**src/source/game_pkg.sv**
```systemverilog
`default_nettype none

package game_pkg;

    // Signed screen coordinate, leaves room for sprites partly off screen
    typedef logic signed [10:0] coord_t;

    // Signed per-tick velocity
    typedef logic signed [4:0]  delta_t;

    // End-of-game countdown value
    typedef logic [23:0]        timer_count_t;

    // Visible screen area
    localparam int SCREEN_W = 640;
    localparam int SCREEN_H = 480;

    // Sprite bounding box
    localparam int SPRITE_W = 8;
    localparam int SPRITE_H = 8;

    // Sprite engines and their indices
    localparam int N_SPRITES      = 2;
    localparam int SPRITE_TARGET  = 0;
    localparam int SPRITE_TORPEDO = 1;

endpackage

`default_nettype wire

```
**src/source/game_timebase.sv**
```systemverilog
`timescale 1ns/1ps
`default_nettype none

module game_timebase
#(
    parameter int UPDATE_PERIOD = 250_000,
    parameter int END_DELAY     = 10_000_000
)
(
    input  logic clk,
    input  logic reset,

    input  logic end_timer_start,

    output logic update_tick,
    output logic end_timer_running
);

    import game_pkg::*;

    localparam int DIV_W = $clog2(UPDATE_PERIOD + 1);

    logic [DIV_W-1:0] div_count;
    timer_count_t     end_count;

    // Free-running motion divider
    always_ff @(posedge clk or posedge reset)
    begin
        if (reset)
        begin
            div_count   <= '0;
            update_tick <= 1'b0;
        end
        else if (div_count == DIV_W'(UPDATE_PERIOD - 1))
        begin
            div_count   <= '0;
            update_tick <= 1'b1;
        end
        else
        begin
            div_count   <= div_count + 1'b1;
            update_tick <= 1'b0;
        end
    end

    // End-of-game countdown, restartable
    always_ff @(posedge clk or posedge reset)
    begin
        if (reset)
            end_count <= '0;
        else if (end_timer_start)
            end_count <= timer_count_t'(END_DELAY);
        else if (end_count != '0)
            end_count <= end_count - 1'b1;
    end

    assign end_timer_running = (end_count != '0);

endmodule

`default_nettype wire

```
**src/source/sprite_motion.sv**
```systemverilog
`timescale 1ns/1ps
`default_nettype none

module sprite_motion
(
    input  logic             clk,
    input  logic             reset,

    input  logic             write_xy,
    input  logic             write_dxy,
    input  logic             enable_update,
    input  logic             update_tick,

    input  game_pkg::coord_t start_x,
    input  game_pkg::coord_t start_y,
    input  game_pkg::delta_t dx,
    input  game_pkg::delta_t dy,

    output game_pkg::coord_t x,
    output game_pkg::coord_t y,
    output logic             within_screen
);

    import game_pkg::*;

    delta_t dx_reg;
    delta_t dy_reg;

    // Velocity follows the inputs for as long as the strobe is held
    always_ff @(posedge clk or posedge reset)
    begin
        if (reset)
        begin
            dx_reg <= '0;
            dy_reg <= '0;
        end
        else if (write_dxy)
        begin
            dx_reg <= dx;
            dy_reg <= dy;
        end
    end

    // A start position load wins over a motion step
    always_ff @(posedge clk or posedge reset)
    begin
        if (reset)
        begin
            x <= '0;
            y <= '0;
        end
        else if (write_xy)
        begin
            x <= start_x;
            y <= start_y;
        end
        else if (enable_update && update_tick)
        begin
            x <= x + coord_t'(dx_reg);
            y <= y + coord_t'(dy_reg);
        end
    end

    // Whole box inside the visible area, signed so negative means off screen
    assign within_screen = (x >= 0) && (x <= SCREEN_W - SPRITE_W)
                        && (y >= 0) && (y <= SCREEN_H - SPRITE_H);

endmodule

`default_nettype wire

```
**src/source/sprite_collision.sv**
```systemverilog
`timescale 1ns/1ps
`default_nettype none

module sprite_collision
(
    input  logic             clk,
    input  logic             reset,

    input  game_pkg::coord_t target_x,
    input  game_pkg::coord_t target_y,
    input  game_pkg::coord_t torpedo_x,
    input  game_pkg::coord_t torpedo_y,

    output logic             collision
);

    import game_pkg::*;

    // One extra bit so the difference cannot wrap
    localparam int DIFF_W = $bits(coord_t) + 1;

    logic signed [DIFF_W-1:0] diff_x;
    logic signed [DIFF_W-1:0] diff_y;
    logic        [DIFF_W-1:0] abs_x;
    logic        [DIFF_W-1:0] abs_y;
    logic                     overlap;

    assign diff_x = DIFF_W'(target_x) - DIFF_W'(torpedo_x);
    assign diff_y = DIFF_W'(target_y) - DIFF_W'(torpedo_y);

    assign abs_x = (diff_x < 0) ? -diff_x : diff_x;
    assign abs_y = (diff_y < 0) ? -diff_y : diff_y;

    // Equal-size boxes overlap when both offsets are under the box size
    assign overlap = (abs_x < SPRITE_W) && (abs_y < SPRITE_H);

    always_ff @(posedge clk or posedge reset)
    begin
        if (reset)
            collision <= 1'b0;
        else
            collision <= overlap;
    end

endmodule

`default_nettype wire

```
**src/source/game_master_fsm.sv**
```systemverilog
`timescale 1ns/1ps
`default_nettype none

module game_master_fsm
(
    input  logic                           clk,
    input  logic                           reset,

    input  logic                           key,

    input  logic [game_pkg::N_SPRITES-1:0] within_screen,
    input  logic                           collision,
    input  logic                           end_timer_running,

    output logic [game_pkg::N_SPRITES-1:0] write_xy,
    output logic [game_pkg::N_SPRITES-1:0] write_dxy,
    output logic [game_pkg::N_SPRITES-1:0] enable_update,

    output logic                           end_timer_start,
    output logic                           game_won
);

    import game_pkg::*;

    // One-hot state bit positions
    localparam int ST_START_TARGET    = 0;
    localparam int ST_WAIT_KEY        = 1;
    localparam int ST_START_TORPEDO   = 2;
    localparam int ST_WAIT_COLLISION  = 3;
    localparam int ST_START_END_TIMER = 4;
    localparam int ST_WON             = 5;
    localparam int ST_LOST            = 6;
    localparam int N_STATES           = 7;

    logic [N_STATES-1:0] state;
    logic [N_STATES-1:0] next_state;

    logic end_of_game;
    logic collision_reg;

    // Round ends when anything leaves the screen or the sprites meet
    assign end_of_game = ~&within_screen | collision;

    // Second stage for the won/lost decision
    always_ff @(posedge clk or posedge reset)
    begin
        if (reset)
            collision_reg <= 1'b0;
        else
            collision_reg <= collision;
    end

    always_comb
    begin
        next_state = '0;

        if (state[ST_START_TARGET])
        begin
            next_state[ST_WAIT_KEY] = 1'b1;
        end
        else if (state[ST_WAIT_KEY])
        begin
            if (key)
                next_state[ST_START_TORPEDO] = 1'b1;
            else if (end_of_game)
                next_state[ST_START_END_TIMER] = 1'b1;
            else
                next_state[ST_WAIT_KEY] = 1'b1;
        end
        else if (state[ST_START_TORPEDO])
        begin
            next_state[ST_WAIT_COLLISION] = 1'b1;
        end
        else if (state[ST_WAIT_COLLISION])
        begin
            if (end_of_game)
                next_state[ST_START_END_TIMER] = 1'b1;
            else
                next_state[ST_WAIT_COLLISION] = 1'b1;
        end
        else if (state[ST_START_END_TIMER])
        begin
            if (collision_reg)
                next_state[ST_WON] = 1'b1;
            else
                next_state[ST_LOST] = 1'b1;
        end
        else if (state[ST_WON])
        begin
            if (end_timer_running)
                next_state[ST_WON] = 1'b1;
            else
                next_state[ST_START_TARGET] = 1'b1;
        end
        else if (state[ST_LOST])
        begin
            if (end_timer_running)
                next_state[ST_LOST] = 1'b1;
            else
                next_state[ST_START_TARGET] = 1'b1;
        end
        else
        begin
            // All-zero after reset, or a corrupted encoding
            next_state[ST_START_TARGET] = 1'b1;
        end
    end

    always_ff @(posedge clk or posedge reset)
    begin
        if (reset)
            state <= '0;
        else
            state <= next_state;
    end

    // Both sprites take their start position at the top of a round
    assign write_xy[SPRITE_TARGET]  = state[ST_START_TARGET];
    assign write_xy[SPRITE_TORPEDO] = state[ST_START_TARGET];

    // Target velocity is fixed per round, torpedo steering stays live
    assign write_dxy[SPRITE_TARGET]  = state[ST_START_TARGET];
    assign write_dxy[SPRITE_TORPEDO] = state[ST_WAIT_KEY] | state[ST_WAIT_COLLISION];

    assign enable_update[SPRITE_TARGET]  = state[ST_WAIT_KEY] | state[ST_WAIT_COLLISION];
    assign enable_update[SPRITE_TORPEDO] = state[ST_WAIT_COLLISION];

    assign end_timer_start = state[ST_START_END_TIMER];
    assign game_won        = state[ST_WON];

endmodule

`default_nettype wire

```
**src/source/game_core_top.sv**
```systemverilog
`timescale 1ns/1ps
`default_nettype none

module game_core_top
#(
    parameter int UPDATE_PERIOD = 250_000,
    parameter int END_DELAY     = 10_000_000
)
(
    input  logic             clk,
    input  logic             reset,
    input  logic             key,

    input  game_pkg::coord_t target_start_x,
    input  game_pkg::coord_t target_start_y,
    input  game_pkg::coord_t torpedo_start_x,
    input  game_pkg::coord_t torpedo_start_y,

    input  game_pkg::delta_t target_dx,
    input  game_pkg::delta_t target_dy,
    input  game_pkg::delta_t torpedo_dx,
    input  game_pkg::delta_t torpedo_dy,

    output game_pkg::coord_t target_x,
    output game_pkg::coord_t target_y,
    output game_pkg::coord_t torpedo_x,
    output game_pkg::coord_t torpedo_y,

    output logic             collision,
    output logic             game_won,
    output logic             game_over
);

    import game_pkg::*;

    logic [N_SPRITES-1:0] write_xy;
    logic [N_SPRITES-1:0] write_dxy;
    logic [N_SPRITES-1:0] enable_update;
    logic [N_SPRITES-1:0] within_screen;

    logic update_tick;
    logic end_timer_start;
    logic end_timer_running;

    // Per-sprite views indexed by sprite number
    coord_t start_x [N_SPRITES];
    coord_t start_y [N_SPRITES];
    delta_t vel_x   [N_SPRITES];
    delta_t vel_y   [N_SPRITES];
    coord_t pos_x   [N_SPRITES];
    coord_t pos_y   [N_SPRITES];

    assign start_x[SPRITE_TARGET]  = target_start_x;
    assign start_y[SPRITE_TARGET]  = target_start_y;
    assign vel_x[SPRITE_TARGET]    = target_dx;
    assign vel_y[SPRITE_TARGET]    = target_dy;

    assign start_x[SPRITE_TORPEDO] = torpedo_start_x;
    assign start_y[SPRITE_TORPEDO] = torpedo_start_y;
    assign vel_x[SPRITE_TORPEDO]   = torpedo_dx;
    assign vel_y[SPRITE_TORPEDO]   = torpedo_dy;

    assign target_x  = pos_x[SPRITE_TARGET];
    assign target_y  = pos_y[SPRITE_TARGET];
    assign torpedo_x = pos_x[SPRITE_TORPEDO];
    assign torpedo_y = pos_y[SPRITE_TORPEDO];

    assign game_over = end_timer_running;

    game_master_fsm u_master
    (
        .clk               (clk),
        .reset             (reset),
        .key               (key),
        .within_screen     (within_screen),
        .collision         (collision),
        .end_timer_running (end_timer_running),
        .write_xy          (write_xy),
        .write_dxy         (write_dxy),
        .enable_update     (enable_update),
        .end_timer_start   (end_timer_start),
        .game_won          (game_won)
    );

    for (genvar i = 0; i < N_SPRITES; i++)
    begin : g_sprite
        sprite_motion u_sprite
        (
            .clk           (clk),
            .reset         (reset),
            .write_xy      (write_xy[i]),
            .write_dxy     (write_dxy[i]),
            .enable_update (enable_update[i]),
            .update_tick   (update_tick),
            .start_x       (start_x[i]),
            .start_y       (start_y[i]),
            .dx            (vel_x[i]),
            .dy            (vel_y[i]),
            .x             (pos_x[i]),
            .y             (pos_y[i]),
            .within_screen (within_screen[i])
        );
    end

    sprite_collision u_collision
    (
        .clk       (clk),
        .reset     (reset),
        .target_x  (pos_x[SPRITE_TARGET]),
        .target_y  (pos_y[SPRITE_TARGET]),
        .torpedo_x (pos_x[SPRITE_TORPEDO]),
        .torpedo_y (pos_y[SPRITE_TORPEDO]),
        .collision (collision)
    );

    game_timebase
    #(
        .UPDATE_PERIOD (UPDATE_PERIOD),
        .END_DELAY     (END_DELAY)
    )
    u_timebase
    (
        .clk               (clk),
        .reset             (reset),
        .end_timer_start   (end_timer_start),
        .update_tick       (update_tick),
        .end_timer_running (end_timer_running)
    );

endmodule

`default_nettype wire

```
**config.mk**
```make
export PLATFORM = sky130hd
export DESIGN_NAME = game_core_top
export DESIGN_NICKNAME = d
export VERILOG_FILES = /design/src/source/game_pkg.sv /design/src/source/game_timebase.sv /design/src/source/sprite_motion.sv /design/src/source/sprite_collision.sv /design/src/source/game_master_fsm.sv /design/src/source/game_core_top.sv
export SDC_FILE = /design/constraint.sdc
export NUM_CORES = 1
export LEC_CHECK = 0
export ABC_AREA = 1
export BUFFER_PORTS_ARGS = -buffer_cell sky130_fd_sc_hd__buf_2
export CAP_MARGIN = 20
export CORE_ASPECT_RATIO = 1.2
export CORE_MARGIN = 2
export CORE_UTILIZATION = 60
export DETAILED_ROUTE_END_ITERATION = 10
export PLACE_DENSITY_LB_ADDON = 0.1
export SLEW_MARGIN = 20
export SYNTH_ARGS = -nofsm -noshare
export SYNTH_HDL_FRONTEND = slang
export SYNTH_SLANG_ARGS = --single-unit
export TNS_END_PERCENT = 5
```
**constraint.sdc**
```tcl
create_clock -name clk -period 4.7 [get_ports clk]
set_clock_uncertainty 0.1 [all_clocks]
set_input_delay 0.47 -clock clk [delete_from_list [all_inputs] [get_ports clk]]
set_output_delay 0.47 -clock clk [all_outputs]
set_load 0.005 [all_outputs]
```
==> impl_results.md, run 1 <==
- Status: completed
- CTS buffer count: 17
- Sw Share: 0.525
- Core region area: 0.0149 mm2
- Max reg flops: 24
- VDD IR-drop max: 0.437 mV
- R2r endpoint: g_sprite[0].u_sprite.x[5]
- Setup tns final: 0 ns
- Dpl ws: 1.50 ns
- Die area: 0.0161 mm2
- First-pass GRT wire length: 39.9 mm
- Chip height: 139 um
- Met1 GRT Util: 0.400
- Switch Pwr: 4690 uW
- WL final: 24.4 mm
- Clk pin slew, worst setup/hold paths: 0.06 ns
- Via/cell ratio: 5.57
- Hpwl dp: 18.2 mm
- Period utilization: 0.699
- Met2 Use GR: 0.512
- Max Slew Vio Count: 0
- Leak Pwr: 0.00552 uW
- Yosys cell types: 51
- Cells on worst reg2reg path: 6
- Number of DRC markers in iteration 0: 546
- Vias: 9140
- CTS Root Cell: clkbuf_16
- Clock share of power: 0.146
- RePlAce Congestion: 0.898
- Post-Synth XOR/XNOR Area: 0.0202
- Fin nets: 1561
- CP startpoint kind: register
- Number of clock sinks: 116
- Synthesized flop and latch total: 116
- Initial antenna violation count: 0
- CTS tree: yes
- Critical Path End Type: register
- Slew Limit Headroom: 0.302
- Mux share of post-synthesis cell area: 0
- Number of H-tree levels: 4
- Area growth from synthesis to layout: 15.1%
- Average wire per standard cell: 14.9 um
- Final hold violations: 0
- Final Setup Violations: 0
- Crit path kind: reg -> reg
- Min cycle time layout: 3.28 ns
- Sequential standard cell area: 0.00290 mm2
- Layout cells sized above 1: 0.133
- Fill count: 1330
- Synthesized Nets: 1443
- Post-synthesis adder-cell area fraction: 0.102
- PwrDens: 857 mW/mm2
- Biggest register: u_timebase.end_count
- Worst-margin pin slew: 1.04 ns
- Count of input and output buffers: 113
- Portion of total power attributed to combinational logic: 0.655
- Max Cap Viol: 0
- M3 GR Usage: 0.0647
- Top_reg_cell synth: dfrtp_1
- Synth Area in Compound Gates: 0.138
- Hold Crit Start: torpedo_dx[0]
- Initial core utilization: 0.608
- Number of flops mapped to enable cells by yosys: 0
- R2r setup slk: 1.42 ns
- Initial DRT Pass Iterations: 7
- Cell-internal power: 4250 uW
- Vias in the first global route: 8556
- Setup slack after layout: 1.42 ns
- Async set-reset flop share out of synthesis: 1.00
- Post-synthesis cell count: 1306
- Gr busiest metal: met2
- Fmax: 305 MHz
- Crit path arrival time: 3.50 ns
- Top flop regs: u_timebase.end_count (24), g_sprite.u_sprite.x (22), g_sprite.u_sprite.y (22)
- WHS Path Cells: 3
- Hold endpoint: g_sprite[1].u_sprite.dx_reg[0]
- Hold Path Class: in -> reg
- Post-detailed-route count of antenna-violating nets: 0
- Mapped Area: 0.00906 mm2
- Largest net degree at the start of global routing: 54
- Worst r2r src: u_master.state[0]
- RSZ-0062 raised after global routing: no
- Largest family of logic cells by synthesized area: simple AND/OR/NAND/NOR gates
- Register area share after synthesis: 0.320
- Die width: 116 um
- Commonest cells after routing, fill and taps aside: 369 x nand2_1, 197 x inv_1, 115 x dfrtp_1
- Worst-path fanout max: 36
- Mean Syn Cell Area: 6.94 um2
- # diodes: 0
- Row count: 49
- Yosys warns: 0
- GRT Overall Usage: 0.312
- Simple-gate area share of the yosys netlist: 0.326
- Leading cell type in the layout, fill and taps excluded: nand2_1
- Clock insertion delay at the later pin of the skew report: 0.43 ns
- I/O pin cnt: 114
- Post-CTS Resized: 0
- Clock tree buffer depth: 2
- Reg power frac: 0.199
- Total global routing overflow: 0
- Multi-input gate area: 0.00531 mm2
- Critical Path RT: 4.92 ns
- DRC: 0
## routing by layer
layer	wire length (um)	part of all wire
met1	10400	0.43
met2	11500	0.47
met3	1610	0.066
met4	832	0.034
met5	0	0
## logic make-up after synthesis
kind of cell	count (synthesis)
flops	116
buf+inv	224
simple gates	668
compound gates	208
fa+ha+maj	70
xor+xnor	20
## power by group through the flow
stage               Clock [uW]  Combinational [uW]  Sequential [uW]
detailed placement           0                5740             1780
floorplan                    0                4520             1650
global placement             0                5600             1790
CTS                       1310                5800             1770
global route              1350                6720             1820
finish                    1300                5850             1780
## cell type report
| class | count | share of cell area |
|---|---|---|
| clock buffer | 19 | 0.0434 |
| clock inverter | 12 | 0.0125 |
| inverter | 205 | 0.0740 |
| multi-input combinational | 966 | 0.509 |
| sequential | 116 | 0.278 |
| tap | 204 | 0.0245 |
| timing repair buffer | 118 | 0.0581 |
## Yosys cell counts (all sizes together), types with 11 or more instances
| cell | n | area share |
|---|---|---|
| o221ai | 15 | 0.014 |
| a31oi | 11 | 0.0076 |
| nand3 | 96 | 0.057 |
| nand2 | 377 | 0.16 |
| nor2 | 122 | 0.056 |
| clkbuf | 15 | 0.0062 |
| o211ai | 15 | 0.012 |
| nor4 | 11 | 0.012 |
| a21oi | 71 | 0.039 |
| nand4 | 21 | 0.014 |
| inv | 204 | 0.084 |
| nor3 | 25 | 0.014 |
| xor2 | 18 | 0.018 |
| o21ai | 59 | 0.033 |
| ha | 64 | 0.088 |
| dfrtp | 116 | 0.32 |
## what timing repair did
item                      in CTS  in global routing
hold buffers                   1                  0
setup buffers                  0                  0
hold endpoints to repair      31                  0
## worst max-delay path by stage
stage | start | end | slack (ns) | cells past startpoint
after CTS | u_master.state[0] | g_sprite[0].u_sprite.x[5] | 1.50 | 6
after detailed placement | u_master.state[0] | g_sprite[0].u_sprite.x[6] | 1.50 | 4
after global placement | u_master.state[0] | g_sprite[0].u_sprite.x[6] | 1.59 | 4
final | u_master.state[0] | g_sprite[0].u_sprite.x[5] | 1.42 | 6
after floorplan | reset | g_sprite[0].u_sprite.dx_reg[0] | 1.06 | 1
after global routing | u_master.state[0] | g_sprite[0].u_sprite.x[5] | 1.21 | 6
## critical path, stage by stage (launching register included)
cell	delay (ns)
dfrtp_2	0.36
clkinv_1	0.80
nand2_1	0.96
inv_1	0.49
a21oi_1	0.23
o21ai_0	0.11
o21a_1	0.11
## metrics by stage
| step | utilization | power [uW] | instances | cell area, um2 | hold slack, ns |
|---|---|---|---|---|---|
| 2_1_floorplan | - | 6170 | 1306 | 9060 | 0.297 |
| 3_3_place_gp | 0.660 | 7380 | 1608 | 9840 | 0.328 |
| 3_5_place_dp | 0.660 | 7520 | 1608 | 9840 | 0.338 |
| 4_1_cts | 0.700 | 8880 | 1640 | 10400 | 0.131 |
| 5_1_grt | 0.700 | 9900 | 1640 | 10400 | 0.148 |
| 6_report | 0.700 | 8940 | 1640 | 10400 | 0.136 |
Power figures use the tool's default switching activity.
==> run 2: changes to the inputs <==
ABC_AREA = 0   (was 1)
CORE_UTILIZATION = 53   (was 60)
clock period = 2.8 ns   (was 4.7 ns; I/O delays follow)
==> run 2 against run 1 <==
- the run now ends with negative setup slack left
- core utilization grew 0.32 points
- global-route usage shrank 4.5 points
- count of clock-buffer cells in the layout shrank 1
- combinational power grew 73%
- wire length shrank 12%
- synthesized area shrank 8.5%
- first-iteration DRC count shrank 23%
- worst hold slack lost 0.12 ns
- clock power grew 66%
- critical path depth grew 4
- via count shrank 15%
- final cell count shrank 15%
- largest cell class unchanged
- highest routed layer unchanged
==> impl_results.md, run 2 <==
- Synth top area share: 0.350 (+0.0299)
- Period utilization: 1.00 (+0.302)
- Crit path arrival time: 3.03 ns (-0.47 ns)
- CP startpoint kind: register
- Yosys warns: 0 (unchanged)
- Die width: 118 um (+1.7%)
- Crit path kind: reg -> reg
- Via/cell ratio: 5.57 (about the same)
- Leading cell type in the layout, fill and taps excluded: dfrtp_1
- Clk pin slew, worst setup/hold paths: 0.06 ns (about the same)
- Max Cap Viol: 0 (unchanged)
- Vias in the first global route: 7461 (-13%)
- Gr busiest metal: met2
- Met1 GRT Util: 0.367 (-0.0326)
- Post-Place Cells: 1308 (-19%)
- Post-detailed-route count of antenna-violating nets: 0 (unchanged)
- Total global routing overflow: 0 (unchanged)
- Initial DRT Pass Iterations: 5 (-2)
- Row count: 50 (+2.0%)
- Met2 Use GR: 0.425 (-0.0865)
- Synthesized flop and latch total: 116 (unchanged)
- Commonest cells after routing, fill and taps aside: 115 x dfrtp_1, 113 x buf_2, 84 x nor2_1
- Initial core utilization: 0.536 (-0.0719)
- Worst-path fanout max: 5 (-86%)
- Initial antenna violation count: 0 (unchanged)
- First-pass GRT wire length: 35.8 mm (-10%)
- Biggest register: u_timebase.end_count
- Post-synthesis cell count: 942 (-28%)
- CTS Root Cell: clkbuf_16
- Hpwl dp: 15.2 mm (-16%)
- Post-Route Utilization: 0.703 (+0.00323)
- Critical Path End Type: register
- I/O pin cnt: 114 (unchanged)
- Clock tree buffer depth: 2 (unchanged)
- # diodes: 0 (unchanged)
- Final Total Pwr: 15300 uW (+71%)
- RePlAce Congestion: 0.889 (-1.0%)
- RSZ-0062 raised after global routing: yes
- Dominant cells by area after synthesis: dfrtp_1 35%, ha_1 9.7%, o21ai_0 4.2%, xnor2_1 3.9%, nor2_1 3.8%
- Fmax: 357 MHz (+17%)
- Final Setup Violations: 1 (+1)
- Count of input and output buffers: 113 (unchanged)
- Leak Pwr: 0.00513 uW (-6.9%)
- Number of flops mapped to enable cells by yosys: 0 (unchanged)
- Final hold violations: 0 (unchanged)
- Slew Limit Headroom: 0.558 (+0.256)
- PwrDens: 1400 mW/mm2 (+64%)
- M3 GR Usage: 0.0566 (-0.00805)
- Commonest cells in the synthesized netlist: 116 x dfrtp_1, 84 x nor2_1, 75 x nand2_1
- CTS buffer count: 17 (unchanged)
- CTS tree: yes
- Number of clock sinks: 116 (unchanged)
- Average wire per standard cell: 15.4 um (+3.9%)
- DRC: 0 (unchanged)
- Hold Path Class: in -> reg
- Mean Syn Cell Area: 8.80 um2 (+27%)
- Die area: 0.0167 mm2 (+3.4%)
- Chip height: 141 um (+1.7%)
- Top flop regs: u_timebase.end_count (24), g_sprite.u_sprite.x (22), g_sprite.u_sprite.y (22)
- Max Slew Vio Count: 0 (unchanged)
- Top_reg_cell synth: dfrtp_1
- Area growth from synthesis to layout: 31.1%
- Most common cell in the netlist: dfrtp_1
- Layout cells sized above 1: 0.237 (+0.104)
- Number of DRC markers in iteration 0: 420 (-23%)
- Max reg flops: 24 (unchanged)
- Async set-reset flop share out of synthesis: 1.00 (unchanged)
- Register area share after synthesis: 0.350 (+0.0299)
- Largest net degree at the start of global routing: 63 (+17%)
- Setup slack after layout: -0.00219 ns (-1.42 ns)
- Fin cells: 1396 (-15%)
- Yosys cell types: 68 (+33%)
- Status: complete, but fails checks
- VDD IR-drop max: 0.791 mV (+81%)
- Min cycle time layout: 2.80 ns (-0.481 ns)
- Core region area: 0.0155 mm2 (+3.7%)
- Synthesized Nets: 1079 (-25%)
- Fin nets: 1312 (-16%)
- Clock insertion delay at the later pin of the skew report: 0.42 ns (about the same)
- Mapped Area: 0.00829 mm2 (-8.5%)
- Worst-margin pin slew: 0.661 ns (-0.379 ns)
- Failing checks: negative setup slack
- Cell taking the most area after synthesis: dfrtp_1
- Number of H-tree levels: 4 (unchanged)
- GRT Overall Usage: 0.267 (-0.0452)
- Critical Path RT: 3.03 ns (-1.89 ns)
- WL final: 21.5 mm (-12%)
- Vias: 7777 (-15%)
-- run 2: cell count changes after synthesis, sizes merged, moves of 15 or more --
| cell | change |
|---|---|
| nor2 | -38 |
| nor3 | +20 |
| nand3 | -75 |
| mux2i | +19 |
| xor2 | +16 |
| nand2b | +15 |
| nand2 | -302 |
| xnor2 | +35 |
| mux2 | +18 |
| inv | -147 |
| nor2b | +22 |
-- run 2: area by class of cell --
type                            instances  area [um2]
Clock buffer                           18         429
Clock inverter                         14         153
Fill cell                            1264        4590
Inverter                               57         218
Multi-Input combinational cell        740        5190
Sequential cell                       116        2910
Tap cell                              208         260
Timing Repair Buffer                  243        1710
-- run 2: worst max-delay path, stage by stage (launching register included) --
cell      delay (ns)
dfrtp_1         0.39
inv_2           0.08
ha_4            0.21
nor3b_1         0.14
a311o_1         0.29
a311oi_2        0.27
or4b_4          0.50
a2111o_1        0.39
o31ai_2         0.08
nand4_1         0.13
nor4_2          0.13
-- run 2: layer usage --
layer	share of wire	vias up
met4	0.014	0
met5	0	-
met1	0.48	3690
met2	0.46	191
met3	0.047	28
li1	-	3868
-- run 2: path summary, 6_finish.rpt --
path	startpoint	to	slack (ns)	cells past startpoint
setup / recovery	g_sprite[1].u_sprite.x[5]	u_collision.collision	-0.002	10
hold / removal	torpedo_start_y[10]	g_sprite[1].u_sprite.y[10]	0.02	3
setup reg to reg	g_sprite[1].u_sprite.x[5]	u_collision.collision	-0.002	10
hold reg to reg	u_timebase.div_count[0]	u_timebase.div_count[0]	0.36	1
max in group asynchronous	reset	u_master.state[0]	1.54	4
min in group asynchronous	reset	g_sprite[0].u_sprite.x[9]	0.42	3
-- run 2: cells by family after synthesis --
logic type / after synthesis / share of synthesized area
AOI/OAI and AO/OA: 217 / 0.167
xor gates and xnor gates: 71 / 0.0750
adders and majority gates: 70 / 0.111
buffers and inverters: 86 / 0.0389
DFF: 116 / 0.350
muxes: 37 / 0.0474
and+or+nand+nor: 345 / 0.210
-- run 2: stage by stage --
stage          setup TNS (ns)  instance area [um2]  setup WS [ns]  hold WS [ns]
6_report             -0.00219                10900       -0.00219        0.0166
5_1_grt                -0.531                10900         -0.182        0.0171
4_1_cts              -0.00120                10800       -0.00120     0.0000542
3_5_place_dp           -0.205                 9610         -0.205         0.309
3_3_place_gp           -0.147                 9610         -0.147         0.308
2_1_floorplan          -0.171                 8290         -0.171         0.285
-- run 2: power by group --
part           internal (uW)  switching, uW
logic                   4950           5190
registers               2250            707
clock network           1320            846
total                   8520           6740
-- run 2: timing repair --
| action | CTS | global route |
|---|---|---|
| hold buffers | 50 | 0 |
| cloned | 0 | 0 |
| pin swaps | 17 | 6 |
| gates resized for setup | 18 | 16 |
| endpoints found under the hold margin | 73 | 0 |
| buffers inserted | 6 | 0 |
| setup endpoints to repair | 1 | 12 |
